[config.mk]
export PLATFORM = sky130hd
export DESIGN_NAME = load_extract
export DESIGN_NICKNAME = d
export VERILOG_FILES = /design/src/logic/lsu_pkg.sv /design/src/logic/load_extract.sv
export SDC_FILE = /design/constraint.sdc
export NUM_CORES = 1
export LEC_CHECK = 0
export CORE_MARGIN = 2
export CORE_UTILIZATION = 65
export DETAILED_ROUTE_END_ITERATION = 10
export DONT_BUFFER_PORTS = 1
export PLACE_DENSITY = 0.78
export SLEW_MARGIN = 25
export SYNTH_ARGS = -nofsm -noshare
export SYNTH_HDL_FRONTEND = slang
export SYNTH_SLANG_ARGS = --single-unit
export TNS_END_PERCENT = 30
[constraint.sdc]
create_clock -name clk -period 1.3 [get_ports clk]
set_clock_uncertainty 0.15 [all_clocks]
set_input_delay 0.26 -clock clk [delete_from_list [all_inputs] [get_ports clk]]
set_output_delay 0.26 -clock clk [all_outputs]
set_load 0.03 [all_outputs]
[src/logic/lsu_pkg.sv]
package lsu_pkg;

    // ------------------------------------------------------------------
    // Widths and memory geometry.
    // ------------------------------------------------------------------

    // Data path width.
    localparam int WORD_W    = 32;
    // Unified memory size in bytes.
    localparam int MEM_BYTES = 16384;
    // Number of 32-bit words.
    localparam int MEM_WORDS = MEM_BYTES / 4;
    // Word index width, log2 of MEM_WORDS.
    localparam int IDX_W     = 12;

    // Vector types with a meaning of their own.
    typedef logic [WORD_W-1:0] word_t;
    typedef logic [31:0]       addr_t;
    typedef logic [IDX_W-1:0]  word_idx_t;
    typedef logic [3:0]        lanes_t;
    typedef logic [2:0]        funct3_t;
    typedef logic [1:0]        boff_t;

    // ------------------------------------------------------------------
    // RV32 load/store funct3 codes.
    // ------------------------------------------------------------------
    localparam funct3_t F3_B  = 3'd0;
    localparam funct3_t F3_H  = 3'd1;
    localparam funct3_t F3_W  = 3'd2;
    localparam funct3_t F3_BU = 3'd4;
    localparam funct3_t F3_HU = 3'd5;

    // Load bookkeeping, travels beside the read data.
    typedef struct packed {
        logic    valid;
        boff_t   boff;
        funct3_t funct3;
    } load_ctl_t;

    // Decoded request from stage 1 into the memory.
    typedef struct packed {
        logic      we;
        word_idx_t idx;
        lanes_t    lanes;
        word_t     wdata;
        load_ctl_t ld;
    } mem_req_t;

endpackage

[src/logic/load_extract.sv]
`timescale 1ns/1ps

module load_extract (
    input  logic               clk,
    input  logic               rst_n,
    input  lsu_pkg::word_t     rdata,
    input  lsu_pkg::load_ctl_t s2_ld,
    output logic               load_valid,
    output lsu_pkg::word_t     load_data
);

    // ------------------------------------------------------------------
    // Lane select and extension.
    // ------------------------------------------------------------------

    // Addressed byte moved down to lane 0.
    lsu_pkg::word_t shifted;
    // Result before the output register.
    lsu_pkg::word_t ext_data;

    // Output registers.
    logic           valid_q;
    lsu_pkg::word_t data_q;

    // Offset is already width-aligned from stage 1.
    assign shifted = rdata >> {s2_ld.boff, 3'b000};

    always_comb begin
        case (s2_ld.funct3)
            // Signed byte.
            lsu_pkg::F3_B: begin
                ext_data = {{24{shifted[7]}}, shifted[7:0]};
            end
            // Signed half.
            lsu_pkg::F3_H: begin
                ext_data = {{16{shifted[15]}}, shifted[15:0]};
            end
            // Unsigned byte.
            lsu_pkg::F3_BU: begin
                ext_data = {24'd0, shifted[7:0]};
            end
            // Unsigned half.
            lsu_pkg::F3_HU: begin
                ext_data = {16'd0, shifted[15:0]};
            end
            default: begin
                ext_data = shifted;
            end
        endcase
    end

    // ------------------------------------------------------------------
    // Stage 3 registers.
    // ------------------------------------------------------------------

    // One pulse per load.
    always_ff @(posedge clk or negedge rst_n) begin
        if (!rst_n) begin
            valid_q <= 1'b0;
        end else begin
            valid_q <= s2_ld.valid;
        end
    end

    // Data only means something with load_valid.
    always_ff @(posedge clk) begin
        data_q <= ext_data;
    end

    assign load_valid = valid_q;
    assign load_data  = data_q;

endmodule

# == Word level (Yosys, flattened, before mapping) ==
# Index checks and enable logic that the tools add are counted.
# totals
regBits,33
elab_cells,8
output_inout_bits,33
# op_classes
mux,1
n_shift,1
reduce_logical,1
eq_ne,3
# op_table
operator,n
$pmux 32 s4,1
$shr 32x5->32,1
$eq 3x3->1 const B,2
$eq 3x1->1 const B,1
$logic_not 3->1,1

# == Longest topological paths before layout ==
# depth
depth_word,2
ltp_mapped,5

# == Least setup slack after synthesis ==
# OpenSTA, ideal clock, no wires.
# synth_timing
path_kind,input port to flip-flop
start,input port s2_ld[4] (netlist bit)
end,"register data_q[17], in the netlist load_data[17]"
cell_stages,5
setup_slack_ps,-281
setup_time_ps,134
arrival_time_ps,1297
path_cell_list,buf_6 > mux4_2 > nor2_4 > buf_6 > o32ai_1
# synth_between
elab_chain_len,2
# synth_lines
element,line,text
"start, declared",load_extract.sv:7,"input lsu_pkg::load_ctl_t s2_ld,"
$shr 32x5->32,load_extract.sv:26,"assign shifted = rdata >> {s2_ld.boff, 3'b000};"
$pmux 32 s4,load_extract.sv:29,case (s2_ld.funct3)
named net ext_data[17],load_extract.sv:19,lsu_pkg::word_t ext_data;
"end signal, assigned",load_extract.sv:67,data_q <= ext_data;
"end, declared",load_extract.sv:23,lsu_pkg::word_t data_q;
# The timed path passes the listed nets, and every way through them passes these cells.

# == Final worst setup path ==
# layout_timing
start,"register data_q[5], in the netlist load_data[5]"
end,output port load_data[5]
# layout_rtl
element,line,text
"end, declared",load_extract.sv:9,output lsu_pkg::word_t load_data
# No word-level cell between the ends.

==> out/metrics.yaml <==
run_status:
  status: "complete, but fails checks"
  violations: "hold timing"
power:
  p_leak_nw: 0.6949
  p_total_mw: 2.185
  irDropWorstVdd_mv: 1.064
  power.density_nw_per_um2: 1246
sta:
  period_share: 0.9840
  period_minus_slack_ns: 1.279
  holdWs_ns: -0.01892
  worst_pin_slew_ns: 0.5023
  final_hold_viol_count: 1
  slew_violations: 0
  rsz0062_at_grt: "false"
  max_freq_ghz: 0.7818
  setup_viol: 0
  slew-limit-headroom: 0.6651
cts:
  cts_resized: 0
  cts_root_buf: "clkbuf_4"
  cts_sinks: 33
  htree_levels: 2
  clkTransAtPathRegs_ns: 0.10
  cts_buffer_depth: 2
  numCtsBuffers: 5
  cts_tree: "built"
yosys:
  synth_nets: 176
  ys.flop_type: "dfxtp_1"
  ys_warn_count: 0
  syn-cell-area_um2: 1395
  synth_cells: 136
  ys_seq_area_frac: 0.4771
  async_flop_share: 0.03030
  synth_top_cell_area_share: 0.4592
  synth_most_common_cell: "dfxtp_1"
  ys_types: 25
  synth_top_area_cell: "dfxtp_1"
  synthTopCellsByArea: "dfxtp_1 46%, mux2i_1 11%, a21oi_1 5.0%"
  avgSynthCellArea_um2: 10.26
  synth_edf_count: 0
  ys_top_cells_by_count: "32 x dfxtp_1, 16 x mux2i_1, 14 x a21oi_1"
  ys_ff_latch: 33
route:
  met2_wirelength_um: 1903
  highest_layer: "met4"
  firstDrtPassIters: 4
  drt-met1-wl_um: 1400
  post_drt_wl_per_cell_um: 19.17
  viasPerCell: 6.340
  wl_met3_um: 285
  wl_um: 3661
  ant_nets: 0
  drc: 0
  drtIter0Drc: 44
  num_vias: 1211
die:
  die_w_um: 50.33
  core_um2: 2002
  initial_core_util: 0.6969
  fp-row-count: 16
  dieArea_um2: 2533
  dieHeight_um: 50.33
  ios: 73
place:
  hpwlAfterDp_um: 2333
  gp_congestion: 0.8283
  numPortBuffers: 0
  dp.cells: 155
  placed_area_um2: 1416
setup_path:
  critPathLaunchType: "register"
  worstPathRequired_ns: 0.89
  critical_path_arrival_ns: 0.87
  crit_fanout: 1
  endpoint_kind: "primary output"
  critical_path_class: "register to primary output"
cells_and_area:
  area_growth_pct: 25.65
  drive_gt1_frac: 0.1098
  final_core_util: 0.8756
  design_area_um2: 1753
  final_cells: 191
  fin_nets: 204
  antenna_cells: 0
global_routing:
  grt_pass1_vias: 1189
  grt_pass1_wl_um: 5658
  track_usage: 0.3107
  grt_max_degree: 36
  grt_antenna_before_repair: 0
  grt_overflow: 0
run:
  maxCapViolCount: 0
min_path:
  hold_class: "input pin to register"
what timing repair did:
item                                    in CTS  in global routing
setup buffers                                0                  0
endpoints found under the hold margin       30                  5
endpoints found under the setup margin       0                  0
hold buffers                                27                  2
placed cells by master, fill, tap and decap left out, drive strengths merged, types with 3 or more instances in the layout:
cell type,instances
dlygate4sd3,29
a21oi,15
nand2,9
o32ai,8
o31ai,8
clkbuf,6
buf,6
mux2i,16
or2,3
nor2b,8
a211oi,7
dfxtp,32
a2bb2oi,6
cell families after synthesis:
logic type	synth area share
multiplexers	0.1309
AO/OA/AOI/OAI	0.2422
flip-flops	0.4771
AND/OR/NAND/NOR	0.09687
buffers and inverters	0.05291
path summary, 6_finish.rpt:
| kind | from | to | cells past startpoint |
|---|---|---|---|
| setup / recovery | load_data[5] | load_data[5] | 0 |
| hold / removal | s2_ld[3] | load_data[23] | 2 |
| max in group asynchronous | rst_n | load_valid | 2 |
| min in group asynchronous | rst_n | load_valid | 2 |
registers in the layout, indices dropped and copies added, names as in the netlist:
| name | flops |
|---|---|
| load_data | 32 |
| load_valid | 1 |
metrics by stage:
| step | setup WS, ns | setup TNS [ns] |
|---|---|---|
| CTS | 0.03159 | 0 |
| finish | 0.02084 | 0 |
| global route | 0.007580 | 0 |
| global placement | -0.1280 | -2.868 |
| detailed placement | -0.1730 | -3.731 |
| floorplan | -0.2699 | -5.266 |
metal layers:
metal  global-route usage  vias up
met3              0.09821        8
met4               0.1351        0
li1                     -      561
met1               0.3570      566
met2               0.5285       76
met5                    0        -
power by group:
part,switching (mW),total [mW],internal [mW]
registers,0.227,1.34,1.11
clock network,0.315,0.513,0.199
logic,0.144,0.336,0.192
total,0.686,2.18,1.50
area by class of cell:
cell class	count	area, µm²
fill	102	249.0
clock buffer	6	41.29
clock inverter	1	5.005
multi-input combinational	88	655.6
timing repair buffer	35	347.8
inverter	1	3.754
tap	27	33.78
sequential	33	665.6
Note: power is estimated with default switching activity, not from simulation.
