File: src/logic/lsu_pkg.sv
package lsu_pkg;

    // ------------------------------------------------------------------
    // Widths and memory geometry.
    // ------------------------------------------------------------------

    // Data path width.
    localparam int WORD_W    = 32;
    // Unified memory size in bytes.
    localparam int MEM_BYTES = 16384;
    // Number of 32-bit words.
    localparam int MEM_WORDS = MEM_BYTES / 4;
    // Word index width, log2 of MEM_WORDS.
    localparam int IDX_W     = 12;

    // Vector types with a meaning of their own.
    typedef logic [WORD_W-1:0] word_t;
    typedef logic [31:0]       addr_t;
    typedef logic [IDX_W-1:0]  word_idx_t;
    typedef logic [3:0]        lanes_t;
    typedef logic [2:0]        funct3_t;
    typedef logic [1:0]        boff_t;

    // ------------------------------------------------------------------
    // RV32 load/store funct3 codes.
    // ------------------------------------------------------------------
    localparam funct3_t F3_B  = 3'd0;
    localparam funct3_t F3_H  = 3'd1;
    localparam funct3_t F3_W  = 3'd2;
    localparam funct3_t F3_BU = 3'd4;
    localparam funct3_t F3_HU = 3'd5;

    // Load bookkeeping, travels beside the read data.
    typedef struct packed {
        logic    valid;
        boff_t   boff;
        funct3_t funct3;
    } load_ctl_t;

    // Decoded request from stage 1 into the memory.
    typedef struct packed {
        logic      we;
        word_idx_t idx;
        lanes_t    lanes;
        word_t     wdata;
        load_ctl_t ld;
    } mem_req_t;

endpackage

File: src/logic/store_align.sv
`timescale 1ns/1ps

module store_align (
    input  logic              clk,
    input  logic              rst_n,
    input  logic              req,
    input  logic              we,
    input  lsu_pkg::funct3_t  funct3,
    input  lsu_pkg::addr_t    addr,
    input  lsu_pkg::word_t    wdata,
    output lsu_pkg::mem_req_t s1_req
);

    // ------------------------------------------------------------------
    // Request decode.
    // ------------------------------------------------------------------

    // Offset actually used by this width, low bits dropped if misaligned.
    lsu_pkg::boff_t     eff_boff;
    // Lanes of the access before shifting.
    lsu_pkg::lanes_t    base_lanes;
    lsu_pkg::lanes_t    lanes_d;
    lsu_pkg::word_t     wdata_sh;
    lsu_pkg::word_idx_t idx_d;

    // Registered request fields.
    logic               we_q;
    logic               ld_valid_q;
    lsu_pkg::word_idx_t idx_q;
    lsu_pkg::lanes_t    lanes_q;
    lsu_pkg::word_t     wdata_q;
    lsu_pkg::boff_t     boff_q;
    lsu_pkg::funct3_t   funct3_q;

    // Width decides lane count and which offset bits count.
    always_comb begin
        case (funct3)
            lsu_pkg::F3_B, lsu_pkg::F3_BU: begin
                eff_boff   = addr[1:0];
                base_lanes = 4'b0001;
            end
            lsu_pkg::F3_H, lsu_pkg::F3_HU: begin
                eff_boff   = {addr[1], 1'b0};
                base_lanes = 4'b0011;
            end
            default: begin
                // Full word, offset ignored.
                eff_boff   = 2'b00;
                base_lanes = 4'b1111;
            end
        endcase
    end

    // Little endian, so byte offset n is lane n.
    assign lanes_d  = base_lanes << eff_boff;
    // Move store data up into its lanes.
    assign wdata_sh = wdata << {eff_boff, 3'b000};
    // Address wraps at MEM_BYTES, then drop the byte bits.
    assign idx_d    = addr[lsu_pkg::IDX_W+1:2];

    // ------------------------------------------------------------------
    // Stage 1 registers.
    // ------------------------------------------------------------------

    // Control.
    always_ff @(posedge clk or negedge rst_n) begin
        if (!rst_n) begin
            we_q       <= 1'b0;
            ld_valid_q <= 1'b0;
        end else begin
            we_q       <= req & we;
            ld_valid_q <= req & ~we;
        end
    end

    // Payload, qualified by the control bits above.
    always_ff @(posedge clk) begin
        idx_q    <= idx_d;
        lanes_q  <= lanes_d;
        wdata_q  <= wdata_sh;
        boff_q   <= eff_boff;
        funct3_q <= funct3;
    end

    assign s1_req.we        = we_q;
    assign s1_req.idx       = idx_q;
    assign s1_req.lanes     = lanes_q;
    assign s1_req.wdata     = wdata_q;
    assign s1_req.ld.valid  = ld_valid_q;
    assign s1_req.ld.boff   = boff_q;
    assign s1_req.ld.funct3 = funct3_q;

endmodule

File: config.mk
export PLATFORM = sky130hd
export DESIGN_NAME = store_align
export DESIGN_NICKNAME = d
export VERILOG_FILES = /design/src/logic/lsu_pkg.sv /design/src/logic/store_align.sv
export SDC_FILE = /design/constraint.sdc
export NUM_CORES = 1
export LEC_CHECK = 0
export BUFFER_PORTS_ARGS = -buffer_cell sky130_fd_sc_hd__buf_2
export CAP_MARGIN = 20
export CELL_PAD_IN_SITES_DETAIL_PLACEMENT = 1
export CELL_PAD_IN_SITES_GLOBAL_PLACEMENT = 2
export CORE_AREA = 3 3 82 99
export DETAILED_ROUTE_END_ITERATION = 10
export DIE_AREA = 0 0 85 102
export PLACE_DENSITY_LB_ADDON = 0.1
export SLEW_MARGIN = 10
export SYNTH_ARGS = -nofsm -noshare
export SYNTH_HDL_FRONTEND = slang
export SYNTH_SLANG_ARGS = --single-unit
File: constraint.sdc
create_clock -name clk -period 1.15 [get_ports clk]
set_clock_uncertainty 0.05 [all_clocks]
set_input_delay 0 -clock clk [delete_from_list [all_inputs] [get_ports clk]]
set_output_delay 0 -clock clk [all_outputs]
set_load 0.005 [all_outputs]
### Word-level counts from Yosys, hierarchy flattened

Index checks and enable logic that the tools add are counted.

| operators by class | value |
|---|---|
| bitwise operators | 3 |
| muxes and demuxes | 2 |
| reductions and logical operators | 3 |
| shift-type cells | 2 |
| equality and inequality tests | 3 |

Operators with widths:

| cell | count |
|---|---|
| 32-bit by 5-bit left shift with 32-bit output | 1 |
| 4-bit case mux with 2 select lines | 1 |
| 3-bit equality test (second input constant) | 2 |
| 2-bit case mux with 2 select lines | 1 |
| 2-bit OR reduction | 2 |
| 4-bit by 2-bit left shift with 4-bit output | 1 |
| 3-bit by 1-bit equality test with 1-bit output (second input constant) | 1 |
| 3-bit logical NOT | 1 |
| 1-bit AND | 2 |
| 1-bit NOT | 1 |

| word-level totals | value |
|---|---|
| bits of input ports | 71 |
| output and inout bits | 55 |
| register bits after elaboration | 55 |
| word-level logic and storage cells | 20 |

### Depth between registers and ports, before layout

| depth | value |
|---|---|
| word-level depth | 4 |
| gate-level depth with buffers | 5 |
| depth with buffers taken out | 4 |

### Worst setup path after synthesis

No wires, ideal clock.

| timing path | value |
|---|---|
| kind | input to register |
| start | input funct3[1] |
| end | register wdata_q[16] |
| stages | 5 |
| buffers on the path | 2 |
| arrival | 0.810 ns |
| required time | 0.980 ns |
| setup slack | 0.170 ns |
| setup time | 0.120 ns |
| cell sequence | or3b_1 -> buf_6 -> clkinv_2 -> buf_4 -> o2bb2ai_1 |

| on the way | value |
|---|---|
| word-level cells in the longest chain between the ends | 4 |
| elaborated cells on any way between the ends | 8 |
| those cells by class | eq/ne: 3; shift: 1; mux: 1; reduce/logical: 3 |

RTL lines:

| element | line | RTL |
|---|---|---|
| from (decl) | store_align.sv:8 | `input lsu_pkg::funct3_t funct3,` |
| 3-bit by 1-bit equality test with 1-bit output (tied with other cells) | store_align.sv:37 | `case (funct3)` |
| 2-bit OR reduction | store_align.sv:37 |  |
| 2-bit case mux with 2 select lines (*) | store_align.sv:37 |  |
| net eff_boff[0] | store_align.sv:19 | `lsu_pkg::boff_t eff_boff;` |
| 32-bit by 5-bit left shift with 32-bit output (*) | store_align.sv:57 | `assign wdata_sh = wdata << {eff_boff, 3'b000};` |
| net wdata_sh[16] | store_align.sv:23 | `lsu_pkg::word_t wdata_sh;` |
| to (signal assigned) | store_align.sv:80 | `wdata_q <= wdata_sh;` |
| to (decl) | store_align.sv:31 | `lsu_pkg::word_t wdata_q;` |

The timed path passes the listed nets; every way through them passes the cells marked *.

### Final worst setup path

| timing path | value |
|---|---|
| start | input we |
| end | register ld_valid_q |

| on the way | value |
|---|---|
| word-level cells in the longest chain between the ends | 2 |

RTL lines:

| element | line | RTL |
|---|---|---|
| from (decl) | store_align.sv:7 | `input logic we,` |
| 1-bit NOT | store_align.sv:72 | `ld_valid_q <= req & ~we;` |
| 1-bit AND | store_align.sv:72 |  |
| to (signal assigned) | store_align.sv:72 |  |
| to (decl) | store_align.sv:28 | `logic ld_valid_q;` |

Every way passes these cells.

==> metrics.md <==
| Metric | Value |
|---|---|
| Total GRT Usage | 13.4% |
| FF+latch area | 1110 um2 |
| Slowest library cell on the worst path | dlygate4sd3_1 |
| Cell leakage power | 1.57 nW |
| Async set-reset flop share out of synthesis | 3.64% |
| DIE AREA | 8670 um2 |
| Starting density of the core | 23.7% |
| Clk slew on worst S/H paths | 100 ps |
| Gpl congestion | 0.649 |
| Total core area | 7270 um2 |
| Total CTS buffers | 5 |
| Initial antenna violation count | 0 |
| H-tree levels | 2 |
| Top cells by count, synth | dfxtp_1, mux2i_1, nand2_1 |
| Drt drc | 0 |
| Worst-Margin Slew | 266 ps |
| CTS tree | yes |
| Cells after synthesis | 141 |
| Antenna Nets Post-Route | 0 |
| CP Cell Sequence | dlygate4sd3_1 -> buf_2 -> nor2b_1 -> dlygate4sd3_1 |
| Type of origin of the critical path | primary input |
| Internal power | 3.13 mW |
| Worst hold path class | in2reg |
| Antenna cells | 0 |
| DR vias | 1648 |
| Synthesized cell area | 1720 um2 |
| WL/cell | 14.0 um |
| RSZ-0062 raised after global routing | false |
| Avg Vias per Cell | 4.09 |
| Synthesized net count | 212 |
| Vias in the first global route | 1831 |
| Post-Route WL | 5640 um |
| Sequential Power Share | 51.5% |
| Maximum vdd drop | 0.000610 V |
| Drt initial violations | 22 |
| Critical path class | in2reg |
| Critical Path Fanout Max | 2 |
| Total Neg Setup Slack | 0 ps |
| Most frequent cell after synthesis | dfxtp_1 |
| Top cells by area, synth | dfxtp_1, mux2i_1, o2bb2ai_1, nand2_1, and2_1 |
| Row count | 34 |
| Synth top area share | 61.6% |
| Outcome | finished with violations |
| Ports | 126 |
| CTS Buffer Depth | 2 |
| CP required | 1340 ps |
| Post-CTS Setup Repair Bufs | 0 |
| Sw power | 910 uW |
| WP data arrival | 1300 ps |
| #FFs+latches synth | 55 |
| Clock tree root driver cell | clkbuf_8 |
| Largest net degree at the start of global routing | 19 |
| Post-synth top flop | dfxtp_1 |
| CP peak stage delay | 540 ps |
| Final core occ | 42.0% |
| Area leader, netlist | dfxtp_1 |
| Sequential share of the synthesized area | 64.5% |
| CTS sink count | 55 |
| First-pass GRT wire length | 9010 um |
| CP dominant cell by count | dlygate4sd3_1 |
| Port bufs | 107 |
| Max Cap Viol | 0 |
| Layout fillers | 849 |
| Number of enable flip-flop cells after synthesis | 0 |
| Worst slew margin | 82.2% |
| Pwr dens | 1320 nW/um2 |
| Final hold vios | 1 |
| Area after DPL | 2400 um2 |
| Period minus WS final | 1100 ps |
| Comb pwr share | 15.8% |
| DRT Pass-1 Iters | 4 |
| Switching Fraction | 22.5% |
| Fmax achieved | 906 MHz |
| Design Area, Final | 3060 um2 |
| Setup violations, final | 0 |
| Clk pwr share | 32.7% |
| Die X | 85 um |
| Synth unique cells | 18 |
| Crit share post-route | 96.0% |
| Ys Warns | 0 |
| Finished Layout Cells | 403 |
| Layout cell share with drive strength beyond 1 | 40.9% |
| Die H | 102 um |
| Critical Path Sink Type | flip-flop |
| Area of the multi-input gates | 543 um2 |
| DPL Wire Length | 3920 um |
| Failing checks | negative hold slack |
| Hold_ws | -1.37 ps |
| Placed Instances | 341 |
| Max Slew Vio Count | 0 |
| Synth-to-layout area growth | 77.4% |
| Final #Nets | 383 |
| Synthesized area per cell | 12.2 um2 |
| Global route total overflow | 0 |
placed cells by master (no fill, tap or decap), drive strengths merged:
| cell | count |
|---|---|
| a21oi | 8 |
| and2 | 9 |
| buf | 117 |
| bufinv | 1 |
| clkbuf | 6 |
| clkinv | 2 |
| dfrtp | 2 |
| dfxtp | 53 |
| dlygate4sd3 | 54 |
| inv | 1 |
| mux2i | 24 |
| nand2 | 16 |
| nand2b | 2 |
| nor2 | 4 |
| nor2b | 2 |
| o21ai | 1 |
| o21bai | 2 |
| o2bb2ai | 8 |
| or3b | 1 |
per-layer routing:
metal,wire length (um),GRT usage [%],vias to the layer above
li1,-,-,812
met1,2270,15.3,763
met2,2880,24.2,71
met3,452,4.44,2
met4,34,3.29,0
met5,0,0,-
state kept, by name (all words and copies together), names as in the netlist:
signal      count
wdata_q        32
idx_q          12
lanes_q         4
funct3_q        3
boff_q          2
ld_valid_q      1
we_q            1
power groups by stage:
stage | Combinational [mW] | Sequential (mW) | Clock [mW]
5_1_grt | 0.712 | 2.10 | 1.47
4_1_cts | 0.649 | 2.08 | 1.39
3_5_place_dp | 0.505 | 2.13 | 0
6_report | 0.640 | 2.08 | 1.32
2_1_floorplan | 0.167 | 2.15 | 0
3_3_place_gp | 0.503 | 2.12 | 0
final timing paths:
kind                         endpoint  slack (ps)       from  cells past startpoint
setup / recovery           ld_valid_q          50         we                      4
hold / removal             lanes_q[3]          -1  funct3[1]                      3
max in group asynchronous        we_q         420      rst_n                      3
min in group asynchronous  ld_valid_q         510      rst_n                      3
final cells by class:
class                   count  share of cell area (%)
clock inverters             2                    1.15
well taps                  90                    3.68
clock buffers               6                    2.70
inverters                   2                   0.287
flip-flops and latches     55                    36.3
multi-input cells          77                    17.8
repair buffers            171                    38.1
logic make-up after synthesis:
kind of cell | count (synthesis) | synth area share, %
multiplexers | 24 | 13.9
flip-flops | 55 | 64.5
AO/OA/AOI/OAI | 19 | 7.55
buffers and inverters | 9 | 3.99
AND/OR/NAND/NOR | 34 | 10.0
stage by stage:
step | hold WS, ps | power [mW] | setup WS (ps)
after global placement | -261 | 2.63 | -67.2
after CTS | 5.77 | 4.13 | 21.6
final | -1.37 | 4.04 | 46.0
after global routing | 24.0 | 4.27 | 3.56
after floorplan | -346 | 2.31 | 170
after detailed placement | -260 | 2.63 | -86.4
worst max-delay path: cells and delay by family:
kind | cells | cell delay, ps
buf+inv | 3 | 1210
simple gates | 1 | 90
what timing repair did:
| action | in CTS | in global routing |
|---|---|---|
| hold buffers | 54 | 1 |
| resized for setup | 0 | 0 |
| setup endpoints to repair | 0 | 8 |
| endpoints found under the hold margin | 54 | 1 |
(Power assumes the default switching activity.)
